**src/design/midi_pkg.sv**
```systemverilog
`default_nettype none

package midi_pkg;

    // one byte on the MIDI stream
    typedef logic [7:0] midi_byte_t;

    // channel message status, high nibble only
    localparam logic [3:0] ST_NOTE_OFF   = 4'h8;
    localparam logic [3:0] ST_NOTE_ON    = 4'h9;
    localparam logic [3:0] ST_CTRL       = 4'hB;
    localparam logic [3:0] ST_PRG_CHANGE = 4'hC;
    localparam logic [3:0] ST_PITCH      = 4'hE;

    // controller numbers handled by the voice logic
    localparam midi_byte_t CC_ALL_NOTES_OFF = 8'h7B;

    // idle voice marker, never a valid 7-bit key
    localparam midi_byte_t KEY_EMPTY = 8'hFF;

endpackage : midi_pkg

`default_nettype wire
```
**src/design/midi_decoder.sv**
```systemverilog
`timescale 1ns/1ps
`default_nettype none

module midi_decoder #(
    parameter  int VOICES  = 8,
    localparam int V_WIDTH = $clog2(VOICES)
) (
    input  wire                   CLOCK_25,
    input  wire                   iRST_N,
    // framed bytes from the uart
    input  wire                   byteready,
    input  wire midi_pkg::midi_byte_t cur_status,
    input  wire midi_pkg::midi_byte_t midibyte_nr,
    input  wire midi_pkg::midi_byte_t midibyte,
    input  wire [3:0]             midi_ch,
    input  wire [VOICES-1:0]      voice_free,
    // note side
    output logic [VOICES-1:0]     keys_on,
    output logic                  note_on,
    output logic [V_WIDTH-1:0]    cur_key_adr,
    output midi_pkg::midi_byte_t  cur_key_val,
    output midi_pkg::midi_byte_t  cur_vel_on,
    output midi_pkg::midi_byte_t  cur_vel_off,
    output logic [V_WIDTH:0]      active_keys,
    output logic                  off_note_error,
    // controller side
    output logic                  prg_ch_cmd,
    output midi_pkg::midi_byte_t  prg_ch_data,
    output logic                  octrl_cmd,
    output midi_pkg::midi_byte_t  octrl,
    output midi_pkg::midi_byte_t  octrl_data,
    output logic                  pitch_cmd,
    output midi_pkg::midi_byte_t  pitch_lsb,
    output midi_pkg::midi_byte_t  pitch_msb
);
    import midi_pkg::*;

    // decoded event shared by both decoders
    logic       ev_valid;
    logic [3:0] ev_status;
    logic       ev_first;
    midi_byte_t ev_data;

    midi_byte_capture u_midi_byte_capture (
        .CLOCK_25    (CLOCK_25),
        .iRST_N      (iRST_N),
        .byteready   (byteready),
        .cur_status  (cur_status),
        .midibyte_nr (midibyte_nr),
        .midibyte    (midibyte),
        .midi_ch     (midi_ch),
        .ev_valid    (ev_valid),
        .ev_status   (ev_status),
        .ev_first    (ev_first),
        .ev_data     (ev_data)
    );

    voice_allocator #(
        .VOICES (VOICES)
    ) u_voice_allocator (
        .CLOCK_25       (CLOCK_25),
        .iRST_N         (iRST_N),
        .ev_valid       (ev_valid),
        .ev_status      (ev_status),
        .ev_first       (ev_first),
        .ev_data        (ev_data),
        .voice_free     (voice_free),
        .keys_on        (keys_on),
        .note_on        (note_on),
        .cur_key_adr    (cur_key_adr),
        .cur_key_val    (cur_key_val),
        .cur_vel_on     (cur_vel_on),
        .cur_vel_off    (cur_vel_off),
        .active_keys    (active_keys),
        .off_note_error (off_note_error)
    );

    midi_ctrl_decode u_midi_ctrl_decode (
        .CLOCK_25    (CLOCK_25),
        .iRST_N      (iRST_N),
        .ev_valid    (ev_valid),
        .ev_status   (ev_status),
        .ev_first    (ev_first),
        .ev_data     (ev_data),
        .prg_ch_cmd  (prg_ch_cmd),
        .prg_ch_data (prg_ch_data),
        .octrl_cmd   (octrl_cmd),
        .octrl       (octrl),
        .octrl_data  (octrl_data),
        .pitch_cmd   (pitch_cmd),
        .pitch_lsb   (pitch_lsb),
        .pitch_msb   (pitch_msb)
    );

endmodule : midi_decoder

`default_nettype wire

```
**src/design/midi_ctrl_decode.sv**
```systemverilog
`timescale 1ns/1ps
`default_nettype none

module midi_ctrl_decode (
    input  wire                   CLOCK_25,
    input  wire                   iRST_N,
    input  wire                   ev_valid,
    input  wire [3:0]             ev_status,
    input  wire                   ev_first,
    input  wire midi_pkg::midi_byte_t ev_data,
    output logic                  prg_ch_cmd,
    output midi_pkg::midi_byte_t  prg_ch_data,
    output logic                  octrl_cmd,
    output midi_pkg::midi_byte_t  octrl,
    output midi_pkg::midi_byte_t  octrl_data,
    output logic                  pitch_cmd,
    output midi_pkg::midi_byte_t  pitch_lsb,
    output midi_pkg::midi_byte_t  pitch_msb
);
    import midi_pkg::*;

    always_ff @(posedge CLOCK_25) begin
        if (!iRST_N) begin
            prg_ch_cmd  <= 1'b0;
            prg_ch_data <= '0;
            octrl_cmd   <= 1'b0;
            octrl       <= '0;
            octrl_data  <= '0;
            pitch_cmd   <= 1'b0;
            pitch_lsb   <= '0;
            pitch_msb   <= '0;
        end else begin
            prg_ch_cmd <= 1'b0;
            octrl_cmd  <= 1'b0;
            pitch_cmd  <= 1'b0;
            if (ev_valid) begin
                case (ev_status)
                    ST_PRG_CHANGE: begin
                        if (ev_first) begin     // single data byte message
                            prg_ch_data <= ev_data;
                            prg_ch_cmd  <= 1'b1;
                        end
                    end
                    ST_CTRL: begin
                        if (ev_first) begin
                            octrl <= ev_data;   // controller number
                        end else begin
                            octrl_data <= ev_data;
                            octrl_cmd  <= 1'b1;
                        end
                    end
                    ST_PITCH: begin
                        if (ev_first) begin
                            pitch_lsb <= ev_data;
                        end else begin
                            pitch_msb <= ev_data;
                            pitch_cmd <= 1'b1;  // fires once both halves are in
                        end
                    end
                    default: ;
                endcase
            end
        end
    end

endmodule : midi_ctrl_decode

`default_nettype wire

```
**src/design/voice_allocator.sv**
```systemverilog
`timescale 1ns/1ps
`default_nettype none

module voice_allocator #(
    parameter  int VOICES  = 8,
    localparam int V_WIDTH = $clog2(VOICES)
) (
    input  wire                   CLOCK_25,
    input  wire                   iRST_N,
    input  wire                   ev_valid,
    input  wire [3:0]             ev_status,
    input  wire                   ev_first,
    input  wire midi_pkg::midi_byte_t ev_data,
    input  wire [VOICES-1:0]      voice_free,   // from synth engine
    output logic [VOICES-1:0]     keys_on,
    output logic                  note_on,
    output logic [V_WIDTH-1:0]    cur_key_adr,
    output midi_pkg::midi_byte_t  cur_key_val,
    output midi_pkg::midi_byte_t  cur_vel_on,
    output midi_pkg::midi_byte_t  cur_vel_off,
    output logic [V_WIDTH:0]      active_keys,
    output logic                  off_note_error
);
    import midi_pkg::*;

    localparam logic [V_WIDTH:0] FULL_COUNT = (V_WIDTH+1)'(VOICES);

    midi_byte_t         key_val [VOICES];   // key held by each voice
    logic [V_WIDTH-1:0] age_q   [VOICES];   // sounding voices, oldest at 0
    midi_byte_t         pend_key;           // key waiting for its velocity
    logic [V_WIDTH-1:0] target;             // voice picked on the first byte

    logic               free_hit;
    logic [V_WIDTH-1:0] free_idx;
    logic [V_WIDTH-1:0] idle_idx;
    logic               off_hit;
    logic [V_WIDTH-1:0] off_idx;
    logic [V_WIDTH-1:0] off_pos;

    logic on_first;
    logic on_second;
    logic off_first;
    logic off_second;
    logic all_off;
    logic steal;
    logic on_push;
    logic off_rel;

    // decoded events
    assign on_first   = ev_valid && (ev_status == ST_NOTE_ON) && ev_first;
    assign on_second  = ev_valid && (ev_status == ST_NOTE_ON) && !ev_first;
    assign off_first  = ev_valid && (ev_status == ST_NOTE_OFF) && ev_first;
    assign off_second = ev_valid && (ev_status == ST_NOTE_OFF) && !ev_first;
    assign all_off    = ev_valid && (ev_status == ST_CTRL) && ev_first
                        && (ev_data == CC_ALL_NOTES_OFF);

    assign steal   = on_first && (active_keys == FULL_COUNT);
    assign on_push = on_second && !keys_on[target];   // no double count
    assign off_rel = off_first && off_hit;

    // priority searches, loops run downward so the lowest index wins
    always_comb begin
        free_hit = 1'b0;
        free_idx = '0;
        idle_idx = '0;
        off_hit  = 1'b0;
        off_idx  = '0;
        off_pos  = '0;
        for (int v = VOICES - 1; v >= 0; v--) begin
            if (voice_free[v] && !keys_on[v]) begin
                free_hit = 1'b1;
                free_idx = V_WIDTH'(v);
            end
            if (!keys_on[v]) begin
                idle_idx = V_WIDTH'(v);     // fallback when engine reports none free
            end
            if (keys_on[v] && (key_val[v] == ev_data)) begin
                off_hit = 1'b1;
                off_idx = V_WIDTH'(v);
            end
        end
        // queue slot of the voice being released
        for (int i = VOICES - 1; i >= 0; i--) begin
            if (((V_WIDTH+1)'(i) < active_keys) && (age_q[i] == off_idx)) begin
                off_pos = V_WIDTH'(i);
            end
        end
    end

    // key table and age queue
    always_ff @(posedge CLOCK_25) begin
        if (steal) begin
            key_val[age_q[0]] <= KEY_EMPTY;
            for (int i = 0; i < VOICES - 1; i++) begin
                age_q[i] <= age_q[i+1];     // drop the oldest
            end
        end
        if (on_second) begin
            key_val[target] <= pend_key;
        end
        if (on_push) begin
            age_q[active_keys[V_WIDTH-1:0]] <= target;  // newest at the tail
        end
        if (off_rel) begin
            key_val[off_idx] <= KEY_EMPTY;
            for (int i = 0; i < VOICES - 1; i++) begin
                if (V_WIDTH'(i) >= off_pos) begin
                    age_q[i] <= age_q[i+1];
                end
            end
        end
        if (all_off) begin
            for (int v = 0; v < VOICES; v++) begin
                key_val[v] <= KEY_EMPTY;
            end
        end
    end

    always_ff @(posedge CLOCK_25) begin
        if (!iRST_N) begin
            keys_on        <= '0;
            note_on        <= 1'b0;
            cur_key_adr    <= '0;
            cur_key_val    <= KEY_EMPTY;
            cur_vel_on     <= '0;
            cur_vel_off    <= '0;
            active_keys    <= '0;
            off_note_error <= 1'b0;
            pend_key       <= KEY_EMPTY;
            target         <= '0;
        end else begin
            note_on <= 1'b0;
            if (on_first) begin
                pend_key <= ev_data;
                if (steal) begin
                    keys_on[age_q[0]] <= 1'b0;
                    active_keys       <= active_keys - 1'b1;
                    target            <= age_q[0];
                end else if (free_hit) begin
                    target <= free_idx;
                end else begin
                    target <= idle_idx;
                end
            end
            if (on_second) begin
                keys_on[target] <= 1'b1;
                if (on_push) begin
                    active_keys <= active_keys + 1'b1;
                end
                cur_key_adr <= target;
                cur_key_val <= pend_key;
                cur_vel_on  <= ev_data;     // velocity
                note_on     <= 1'b1;
            end
            if (off_first) begin
                if (off_hit) begin
                    keys_on[off_idx] <= 1'b0;
                    active_keys      <= active_keys - 1'b1;
                    cur_key_adr      <= off_idx;
                    cur_key_val      <= KEY_EMPTY;
                end else begin
                    off_note_error <= 1'b1;     // sticky until all notes off
                end
            end
            if (off_second) begin
                cur_vel_off <= ev_data;
            end
            if (all_off) begin
                keys_on        <= '0;
                active_keys    <= '0;
                off_note_error <= 1'b0;
            end
        end
    end

endmodule : voice_allocator

`default_nettype wire

```
**src/design/midi_byte_capture.sv**
```systemverilog
`timescale 1ns/1ps
`default_nettype none

module midi_byte_capture (
    input  wire                   CLOCK_25,
    input  wire                   iRST_N,
    input  wire                   byteready,    // one cycle per framed byte
    input  wire midi_pkg::midi_byte_t cur_status,
    input  wire midi_pkg::midi_byte_t midibyte_nr,
    input  wire midi_pkg::midi_byte_t midibyte,
    input  wire [3:0]             midi_ch,
    output logic                  ev_valid,
    output logic [3:0]            ev_status,
    output logic                  ev_first,
    output midi_pkg::midi_byte_t  ev_data
);
    import midi_pkg::*;

    logic [3:0] st_nib;
    logic       ch_match;
    logic       st_kept;
    logic       nr_first;
    logic       nr_second;
    logic       accept;

    assign st_nib    = cur_status[7:4];
    assign ch_match  = (cur_status[3:0] == midi_ch);
    assign nr_first  = (midibyte_nr == 8'd1);
    assign nr_second = (midibyte_nr == 8'd2);

    // channel messages this decoder cares about
    always_comb begin
        case (st_nib)
            ST_NOTE_OFF,
            ST_NOTE_ON,
            ST_CTRL,
            ST_PRG_CHANGE,
            ST_PITCH: st_kept = 1'b1;
            default:  st_kept = 1'b0;
        endcase
    end

    // only the two data bytes of a matching message go on
    assign accept = byteready && ch_match && st_kept && (nr_first || nr_second);

    always_ff @(posedge CLOCK_25) begin
        if (!iRST_N) begin
            ev_valid <= 1'b0;
        end else begin
            ev_valid <= accept;     // strobe, one cycle after byteready
        end
    end

    // event payload, qualified by ev_valid downstream
    always_ff @(posedge CLOCK_25) begin
        if (accept) begin
            ev_status <= st_nib;
            ev_first  <= nr_first;  // second byte otherwise
            ev_data   <= midibyte;
        end
    end

endmodule : midi_byte_capture

`default_nettype wire

```
**config.mk**
```make
export PLATFORM = sky130hd
export DESIGN_NAME = midi_decoder
export DESIGN_NICKNAME = d
export VERILOG_FILES = /design/src/design/midi_pkg.sv /design/src/design/midi_decoder.sv /design/src/design/midi_ctrl_decode.sv /design/src/design/voice_allocator.sv /design/src/design/midi_byte_capture.sv
export SDC_FILE = /design/constraint.sdc
export NUM_CORES = 1
export LEC_CHECK = 0
export BUFFER_PORTS_ARGS = -buffer_cell sky130_fd_sc_hd__buf_2
export CAP_MARGIN = 20
export CORE_UTILIZATION = 55
export CTS_CLUSTER_SIZE = 14
export DETAILED_ROUTE_END_ITERATION = 10
export GPL_ROUTABILITY_DRIVEN = 0
export PLACE_DENSITY = 0.72
export SYNTH_ARGS = -nofsm -noshare
export SYNTH_HDL_FRONTEND = slang
export SYNTH_SLANG_ARGS = --single-unit
```
**constraint.sdc**
```tcl
create_clock -name CLOCK_25 -period 9.68 [get_ports CLOCK_25]
set_input_delay 1.452 -clock CLOCK_25 [delete_from_list [all_inputs] [get_ports CLOCK_25]]
set_output_delay 1.452 -clock CLOCK_25 [all_outputs]
set_load 0.03 [all_outputs]
```
==> flow_summary_export.csv, run 1 <==
group,metric,value,unit
status,outcome,"completed",
layout,largest_registers,"u_voice_allocator.key_val (64), u_voice_allocator.age_q (24)",
power_and_ir_drop,share_clk_of_total_power,44.6,%
sta,setup_violations,0,
layout,nNetsFinal,1129,
synthesis,syn-num-nets,1035,
clock_tree,cts.clk_slew.worst_paths,80,ps
layout,fin_cells,1325,
synthesis,synth_top_area_cell,"sky130_fd_sc_hd__dfxtp_1",
clock_tree,cts-htree-levels,4,
clock_tree,cts_setup_buffers,0,
setup_path,critPathRequiredTime,9850,ps
sta,final.setup_skew,11.3,ps
layout,layout.cells.most_common_list,"sky130_fd_sc_hd__dfxtp_1 (160), sky130_fd_sc_hd__nand2_1 (149), sky130_fd_sc_hd__buf_2 (122), sky130_fd_sc_hd__mux2i_1 (97), sky130_fd_sc_hd__xnor2_1 (77)",
layout,largest_register_ffs,64,
power_and_ir_drop,static-leakage-power,4.32,nW
sta,rsz0062_at_grt,"no",
synthesis,avgSynthCellArea,9.92,µm²
clock_tree,ctsLongestPathBuffers,2,
route,route.vias.total,7495,
hold_path,worst_hold_startpoint,"u_voice_allocator.cur_vel_on[4]",
route,drtAntennaViolNets,0,
power_and_ir_drop,p_seq_share,53.8,%
sta,finalWorstPathRequiredPeriod,4040,ps
floorplan,placementRows,48,
clock_tree,postCtsResizedCells,0,
route,drt_wl_total,24800,µm
synthesis,yosysTopAreaCellShare,32.5,%
setup_path,crit-reg2reg-launch,"u_midi_byte_capture.ev_data[0]",
layout,synthToLayoutAreaGrowth,12.0,%
sta,period_share,41.7,%
setup_path,worst_setup_path_start_kind,"flop",
layout,n_fill_cell,1454,
hold_path,holdCritPathClass,"reg2reg",
layout,sequential_cell_area,4310,µm²
floorplan,die_h,136,µm
sta,setup_total_negative_slack,0,ps
route,routed_wire_length_per_instance,18.7,µm
synthesis,ys_types,77,
global_routing,grt_antenna_before_repair,0,
route,detail_route.drc_violations,0,
layout,num_antenna_cells,0,
layout,multi_input_area,5120,µm²
layout,drive_above_1_share,21.5,%
power_and_ir_drop,combPwrFrac,1.6,%
clock_tree,cts_tree,"done",
flow_run,max_cap_violations,0,
sta,hold_viol,0,
clock_tree,clk_latency,440,ps
clock_tree,cts.hold.buffers_added,0,
synthesis,post_synth_main_area_contributors,"sky130_fd_sc_hd__dfxtp_1 (33%), sky130_fd_sc_hd__edfxtp_1 (11%), sky130_fd_sc_hd__mux2i_1 (9.9%), sky130_fd_sc_hd__xnor2_1 (6.8%), sky130_fd_sc_hd__nand2_1 (5.7%)",
synthesis,synthFlopType,"sky130_fd_sc_hd__dfxtp_1",
clock_tree,cts_num_sinks,197,
floorplan,placeableCoreArea,17400,µm²
global_routing,globalRouteOverflowTotal,0,
synthesis,post_synth_instance_area,9850,µm²
power_and_ir_drop,cellPowerDensity,140,nW/µm²
route,viasPerCell,5.66,
synthesis,synth-edff-count,37,
floorplan,die_w,136,µm
floorplan,die_area,18400,µm²
floorplan,num_io_pins,123,
sta,clock.fmax,0.248,GHz
layout,final_common_cell,"sky130_fd_sc_hd__dfxtp_1",
power_and_ir_drop,peakVddDrop,0.123,mV
synthesis,postSynthCellCount,993,
layout,largest_register_by_flop_count,"u_voice_allocator.key_val",
route,drtIter0Drc,596,
floorplan,initial_core_util,56.6,%
place,io_buffers,122,
sta,worst_slew_margin_rel,30.4,%
power_and_ir_drop,power_report.internal_total,1.19,mW
global_routing,global_route.usage.total,27.9,%
clock_tree,cts_inserted_buffers,17,
setup_path,cp_data_arrival_time,4200,ps
synthesis,postSynthRegisterBits,197,
place,dp_hpwl,17200,µm
setup_path,crit_fanout,17,
setup_path,critPathCaptureType,"flop",
power_and_ir_drop,p_switching,0.359,mW
clock_tree,cts-root-buf,"sky130_fd_sc_hd__clkbuf_16",
global_routing,first_global_vias,7252,
sta,pins_over_their_slew_limit,0,
sta,worst_pin_slew,1030,ps
global_routing,grt_max_degree,77,
power_and_ir_drop,power.share.switching,23.2,%
route,drtPass1Iterations,6,
synthesis,yosys_warnings,0,
setup_path,critical_path_type,"reg2reg",
global_routing,global_route_wire_length_before_repair,39200,µm
setup_path,worstSetupStartpoint,"u_midi_byte_capture.ev_data[0]",
synthesis,synth_sequential_area_ratio,43.8,%
place,dp_cells,1293,
synthesis,asyncSetResetFlopFracSynth,0,%
[routing by layer]
layer  wire [µm]  vias up  track usage [%]
met5           0        -                0
met4         501        0             9.61
met3        1460       39             5.70
met2       11900      265             46.1
met1       11000     3556             36.1
li1            -     3635                -
[synth_stat cells (13+ instances only)]
| master | number |
|---|---|
| sky130_fd_sc_hd__nor3_1 | 15 |
| sky130_fd_sc_hd__nand3_1 | 30 |
| sky130_fd_sc_hd__mux2_2 | 21 |
| sky130_fd_sc_hd__xnor2_1 | 77 |
| sky130_fd_sc_hd__dfxtp_1 | 160 |
| sky130_fd_sc_hd__nor2_1 | 44 |
| sky130_fd_sc_hd__o21ai_0 | 27 |
| sky130_fd_sc_hd__clkbuf_1 | 37 |
| sky130_fd_sc_hd__edfxtp_1 | 37 |
| sky130_fd_sc_hd__nor2b_1 | 57 |
| sky130_fd_sc_hd__nand2b_1 | 20 |
| sky130_fd_sc_hd__o211ai_1 | 13 |
| sky130_fd_sc_hd__buf_6 | 21 |
| sky130_fd_sc_hd__mux2i_1 | 97 |
| sky130_fd_sc_hd__nand2_1 | 150 |
| sky130_fd_sc_hd__xor2_1 | 19 |
| sky130_fd_sc_hd__a21oi_1 | 14 |
[cell families (layout without fill, tap and decap cells)]
kind of cell | Yosys count | after routing | share of synthesized area, %
and+or+nand+nor | 382 | 382 | 20.4
muxes | 120 | 120 | 12.7
AOI/OAI and AO/OA | 125 | 125 | 9.81
buffers and inverters | 70 | 177 | 4.36
DFF | 197 | 197 | 43.8
adders and majority gates | 3 | 3 | 0.381
xor gates and xnor gates | 96 | 96 | 8.54
[stage by stage]
step	power (mW)	hold slack (ps)	worst slack [ps]	instance area, µm²	util (%)
after detailed placement	0.876	460	5680	10500	60.1
after floorplan	0.863	406	4770	9850	-
after CTS	1.55	472	5660	11000	63.3
after global routing	1.59	489	5380	11000	63.3
after global placement	0.876	448	5770	10500	60.1
final	1.55	470	5640	11000	63.3
[critical path, cell delays in order, from the launching register on]
cell,delay (ps)
sky130_fd_sc_hd__edfxtp_1,930
sky130_fd_sc_hd__xnor2_1,220
sky130_fd_sc_hd__nand4_1,190
sky130_fd_sc_hd__nor3_2,250
sky130_fd_sc_hd__o211ai_1,220
sky130_fd_sc_hd__a21oi_4,520
sky130_fd_sc_hd__xor2_1,140
sky130_fd_sc_hd__or3_1,410
sky130_fd_sc_hd__o2bb2ai_1,190
sky130_fd_sc_hd__o211ai_1,150
sky130_fd_sc_hd__a211oi_2,320
sky130_fd_sc_hd__nand3_1,200
[path summary, 6_finish.rpt]
check	to	slack [ps]	cells past startpoint
max	u_voice_allocator.age_q[6][0]	5640	11
min	u_voice_allocator.cur_vel_on[4]	470	2
max reg2reg	u_voice_allocator.age_q[6][0]	5640	11
min reg2reg	u_voice_allocator.cur_vel_on[4]	470	2
[power groups by stage]
stage	combinational (mW)	sequential, mW	clock [mW]
after detailed placement	0.0249	0.851	0
after CTS	0.0251	0.832	0.698
final	0.0249	0.832	0.689
after floorplan	0.0122	0.851	0
after global routing	0.0269	0.831	0.727
after global placement	0.0249	0.851	0
[final cells by class]
cell class	instances	area share, %
inverter	9	0.306
clock inverter	14	1.24
multi-input combinational	726	46.4
timing repair buffer	136	6.49
tap	225	2.55
clock buffer	18	3.89
sequential	197	39.1
(Power assumes the default switching activity.)
==> run 2, diff against run 1 <==
CORE_UTILIZATION = 53   (was 55)
PLACE_DENSITY = 0.73   (was 0.72)
clock period = 3.29 ns   (was 9.68 ns; I/O delays follow)
==> run 2 against run 1 <==
- the run now ends with design-rule violations, negative setup slack left
- largest power group unchanged
- sequential cell count is the same
- die area grew 3.7%
- first-iteration DRC count grew 18%
- total power grew to 3.0 times the previous value
- critical path type unchanged
- worst hold slack lost 260 ps
- clock-buffer cell count shrank 1
==> flow_summary_export.csv, run 2 (synthesized netlist as in run 1, its figures left out) <==
group,metric,value,unit
sta,finalWorstPathRequiredPeriod,3510,ps
floorplan,placeableCoreArea,18100,µm²
floorplan,placementRows,49,
floorplan,die_area,19100,µm²
clock_tree,ctsLongestPathBuffers,2,
sta,worst_pin_slew,933,ps
global_routing,global_route.usage.total,28.1,%
route,drtPass1Iterations,8,
route,detail_route.drc_violations,10,
layout,largest_registers,"u_voice_allocator.key_val (64), u_voice_allocator.age_q (24)",
route,routed_wire_length_per_instance,19.2,µm
global_routing,grtUsageMet1,35.8,%
route,viasPerCell,5.71,
layout,largest_register_by_flop_count,"u_voice_allocator.key_val",
floorplan,num_io_pins,123,
layout,num_antenna_cells,0,
clock_tree,cts-root-buf,"sky130_fd_sc_hd__clkbuf_16",
clock_tree,cts-htree-levels,4,
status,failed_checks,"design-rule violations, negative setup slack",
power_and_ir_drop,share_clk_of_total_power,46.0,%
sta,hold_viol,0,
sta,rsz0062_at_grt,"yes",
global_routing,global_route_wire_length_before_repair,41800,µm
route,route.vias.total,8065,
place,io_buffers,122,
sta,timing.final.ws_setup,-218,ps
clock_tree,cts.clk_slew.worst_paths,90,ps
setup_path,crit-reg2reg-launch,"u_midi_byte_capture.ev_data[1]",
route,drtIter0Drc,702,
power_and_ir_drop,p_switching,1.14,mW
hold_path,worst_hold_startpoint,"midibyte[7]",
layout,drive_above_1_share,30.2,%
status,outcome,"finished with violations",
sta,pins_over_their_slew_limit,0,
floorplan,initial_core_util,54.5,%
sta,setup_violations,34,
global_routing,grt_max_degree,64,
hold_path,holdCritPathClass,"in2reg",
sta,final.setup_skew,13.6,ps
sta,worst_slew_margin_rel,37.6,%
power_and_ir_drop,static-leakage-power,4.99,nW
floorplan,die_w,138,µm
layout,final_common_cell,"sky130_fd_sc_hd__dfxtp_1",
power_and_ir_drop,cellPowerDensity,382,nW/µm²
clock_tree,cts_inserted_buffers,17,
global_routing,first_global_vias,7710,
global_routing,grt_util_met3,7.24,%
power_and_ir_drop,peakVddDrop,0.388,mV
sta,clock.fmax,0.285,GHz
layout,nNetsFinal,1213,
global_routing,gr-max-usage-layer,"met2",
setup_path,cp_data_arrival_time,3680,ps
layout,layout.cells.most_common_list,"sky130_fd_sc_hd__dfxtp_1 (160), sky130_fd_sc_hd__nand2_1 (148), sky130_fd_sc_hd__buf_2 (122), sky130_fd_sc_hd__mux2i_1 (96), sky130_fd_sc_hd__buf_4 (78)",
place,dp_slack,-148,ps
layout,n_fill_cell,1352,
setup_path,critPathCaptureType,"flop",
layout,fin_util,67.6,%
place,dp_hpwl,18600,µm
clock_tree,clk_latency,450,ps
setup_path,worstSetupStartpoint,"u_midi_byte_capture.ev_data[1]",
power_and_ir_drop,p_seq_share,52.4,%
setup_path,reg_to_reg_setup_timing_slack,-220,ps
layout,largest_register_ffs,64,
clock_tree,cts.hold.buffers_added,0,
power_and_ir_drop,power.share.switching,24.4,%
clock_tree,cts_tree,"done",
sta,period_share,107,%
route,drtAntennaViolNets,0,
route,drt_wl_total,27100,µm
setup_path,critPathRequiredTime,3460,ps
power_and_ir_drop,power.total,4.67,mW
setup_path,crit_fanout,5,
global_routing,globalRouteOverflowTotal,0,
setup_path,critical_path_type,"reg2reg",
global_routing,globalRouteMet2Util,45.9,%
power_and_ir_drop,power_report.internal_total,3.53,mW
global_routing,grt_antenna_before_repair,0,
layout,synthToLayoutAreaGrowth,24.1,%
power_and_ir_drop,combPwrFrac,1.6,%
floorplan,die_h,138,µm
setup_path,worst_setup_path_start_kind,"flop",
flow_run,max_cap_violations,0,
clock_tree,cts_num_sinks,197,
==> run 2: final timing paths <==
| path | depth (start not counted) | end |
|---|---|---|
| max | 15 | u_voice_allocator.age_q[0][1] |
| max reg2reg | 15 | u_voice_allocator.age_q[0][1] |
| min | 1 | u_midi_byte_capture.ev_data[7] |
| min reg2reg | 2 | u_voice_allocator.cur_vel_on[7] |
==> run 2: power by group through the flow <==
stage                     registers [mW]  logic, mW  clock network [mW]
final                               2.45     0.0748                2.15
after global routing                2.45     0.0804                2.26
after CTS                           2.45     0.0743                2.16
after detailed placement            2.50     0.0738                   0
after global placement              2.50     0.0744                   0
after floorplan                     2.50     0.0367                   0
==> run 2: cell type report <==
| cell class | instances | area [µm²] | share of cell area [%] |
|---|---|---|---|
| flip-flops and latches | 197 | 4310 | 35.3 |
| inverters | 9 | 33.8 | 0.276 |
| well taps | 229 | 287 | 2.34 |
| clock inverters | 15 | 189 | 1.55 |
| clock buffers | 17 | 425 | 3.48 |
| multi-input cells | 726 | 5460 | 44.7 |
| repair buffers | 220 | 1510 | 12.4 |
==> run 2: metrics by stage <==
| stage | cells | area (µm²) | setup TNS [ps] | hold slack, ps |
|---|---|---|---|---|
| 6_report | 1413 | 12200 | -3580 | 212 |
| 2_1_floorplan | 993 | 9860 | 0 | 406 |
| 3_5_place_dp | 1361 | 11100 | -2430 | 455 |
| 4_1_cts | 1404 | 11900 | -185 | 203 |
| 3_3_place_gp | 1361 | 11100 | -462 | 451 |
| 5_1_grt | 1413 | 12200 | -9200 | 199 |
==> run 2: repair_timing <==
item | CTS | global route
setup buffers | 11 | 12
pin swaps | 20 | 23
endpoints found under the setup margin | 44 | 83
resized for setup | 29 | 39
gates cloned | 0 | 1
==> run 2: worst max-delay path, stage by stage, from the launching register on <==
cell                       delay [ps]
sky130_fd_sc_hd__edfxtp_1         430
sky130_fd_sc_hd__buf_6            160
sky130_fd_sc_hd__xnor2_2          130
sky130_fd_sc_hd__nand4_1          190
sky130_fd_sc_hd__buf_4            160
sky130_fd_sc_hd__nor3_4            40
sky130_fd_sc_hd__nor4_4           450
sky130_fd_sc_hd__nor3_4            70
sky130_fd_sc_hd__buf_6            150
sky130_fd_sc_hd__buf_6            130
sky130_fd_sc_hd__xor2_1           140
sky130_fd_sc_hd__o311a_1          340
sky130_fd_sc_hd__o21ai_1          160
sky130_fd_sc_hd__o211ai_1         180
sky130_fd_sc_hd__a22oi_2          280
sky130_fd_sc_hd__o211ai_1         210
==> run 2: per-layer routing <==
metal	share of wire, %	routed length [µm]
met1	42	11400
met2	48	12900
met3	7.7	2090
met4	2.6	697
met5	0	0
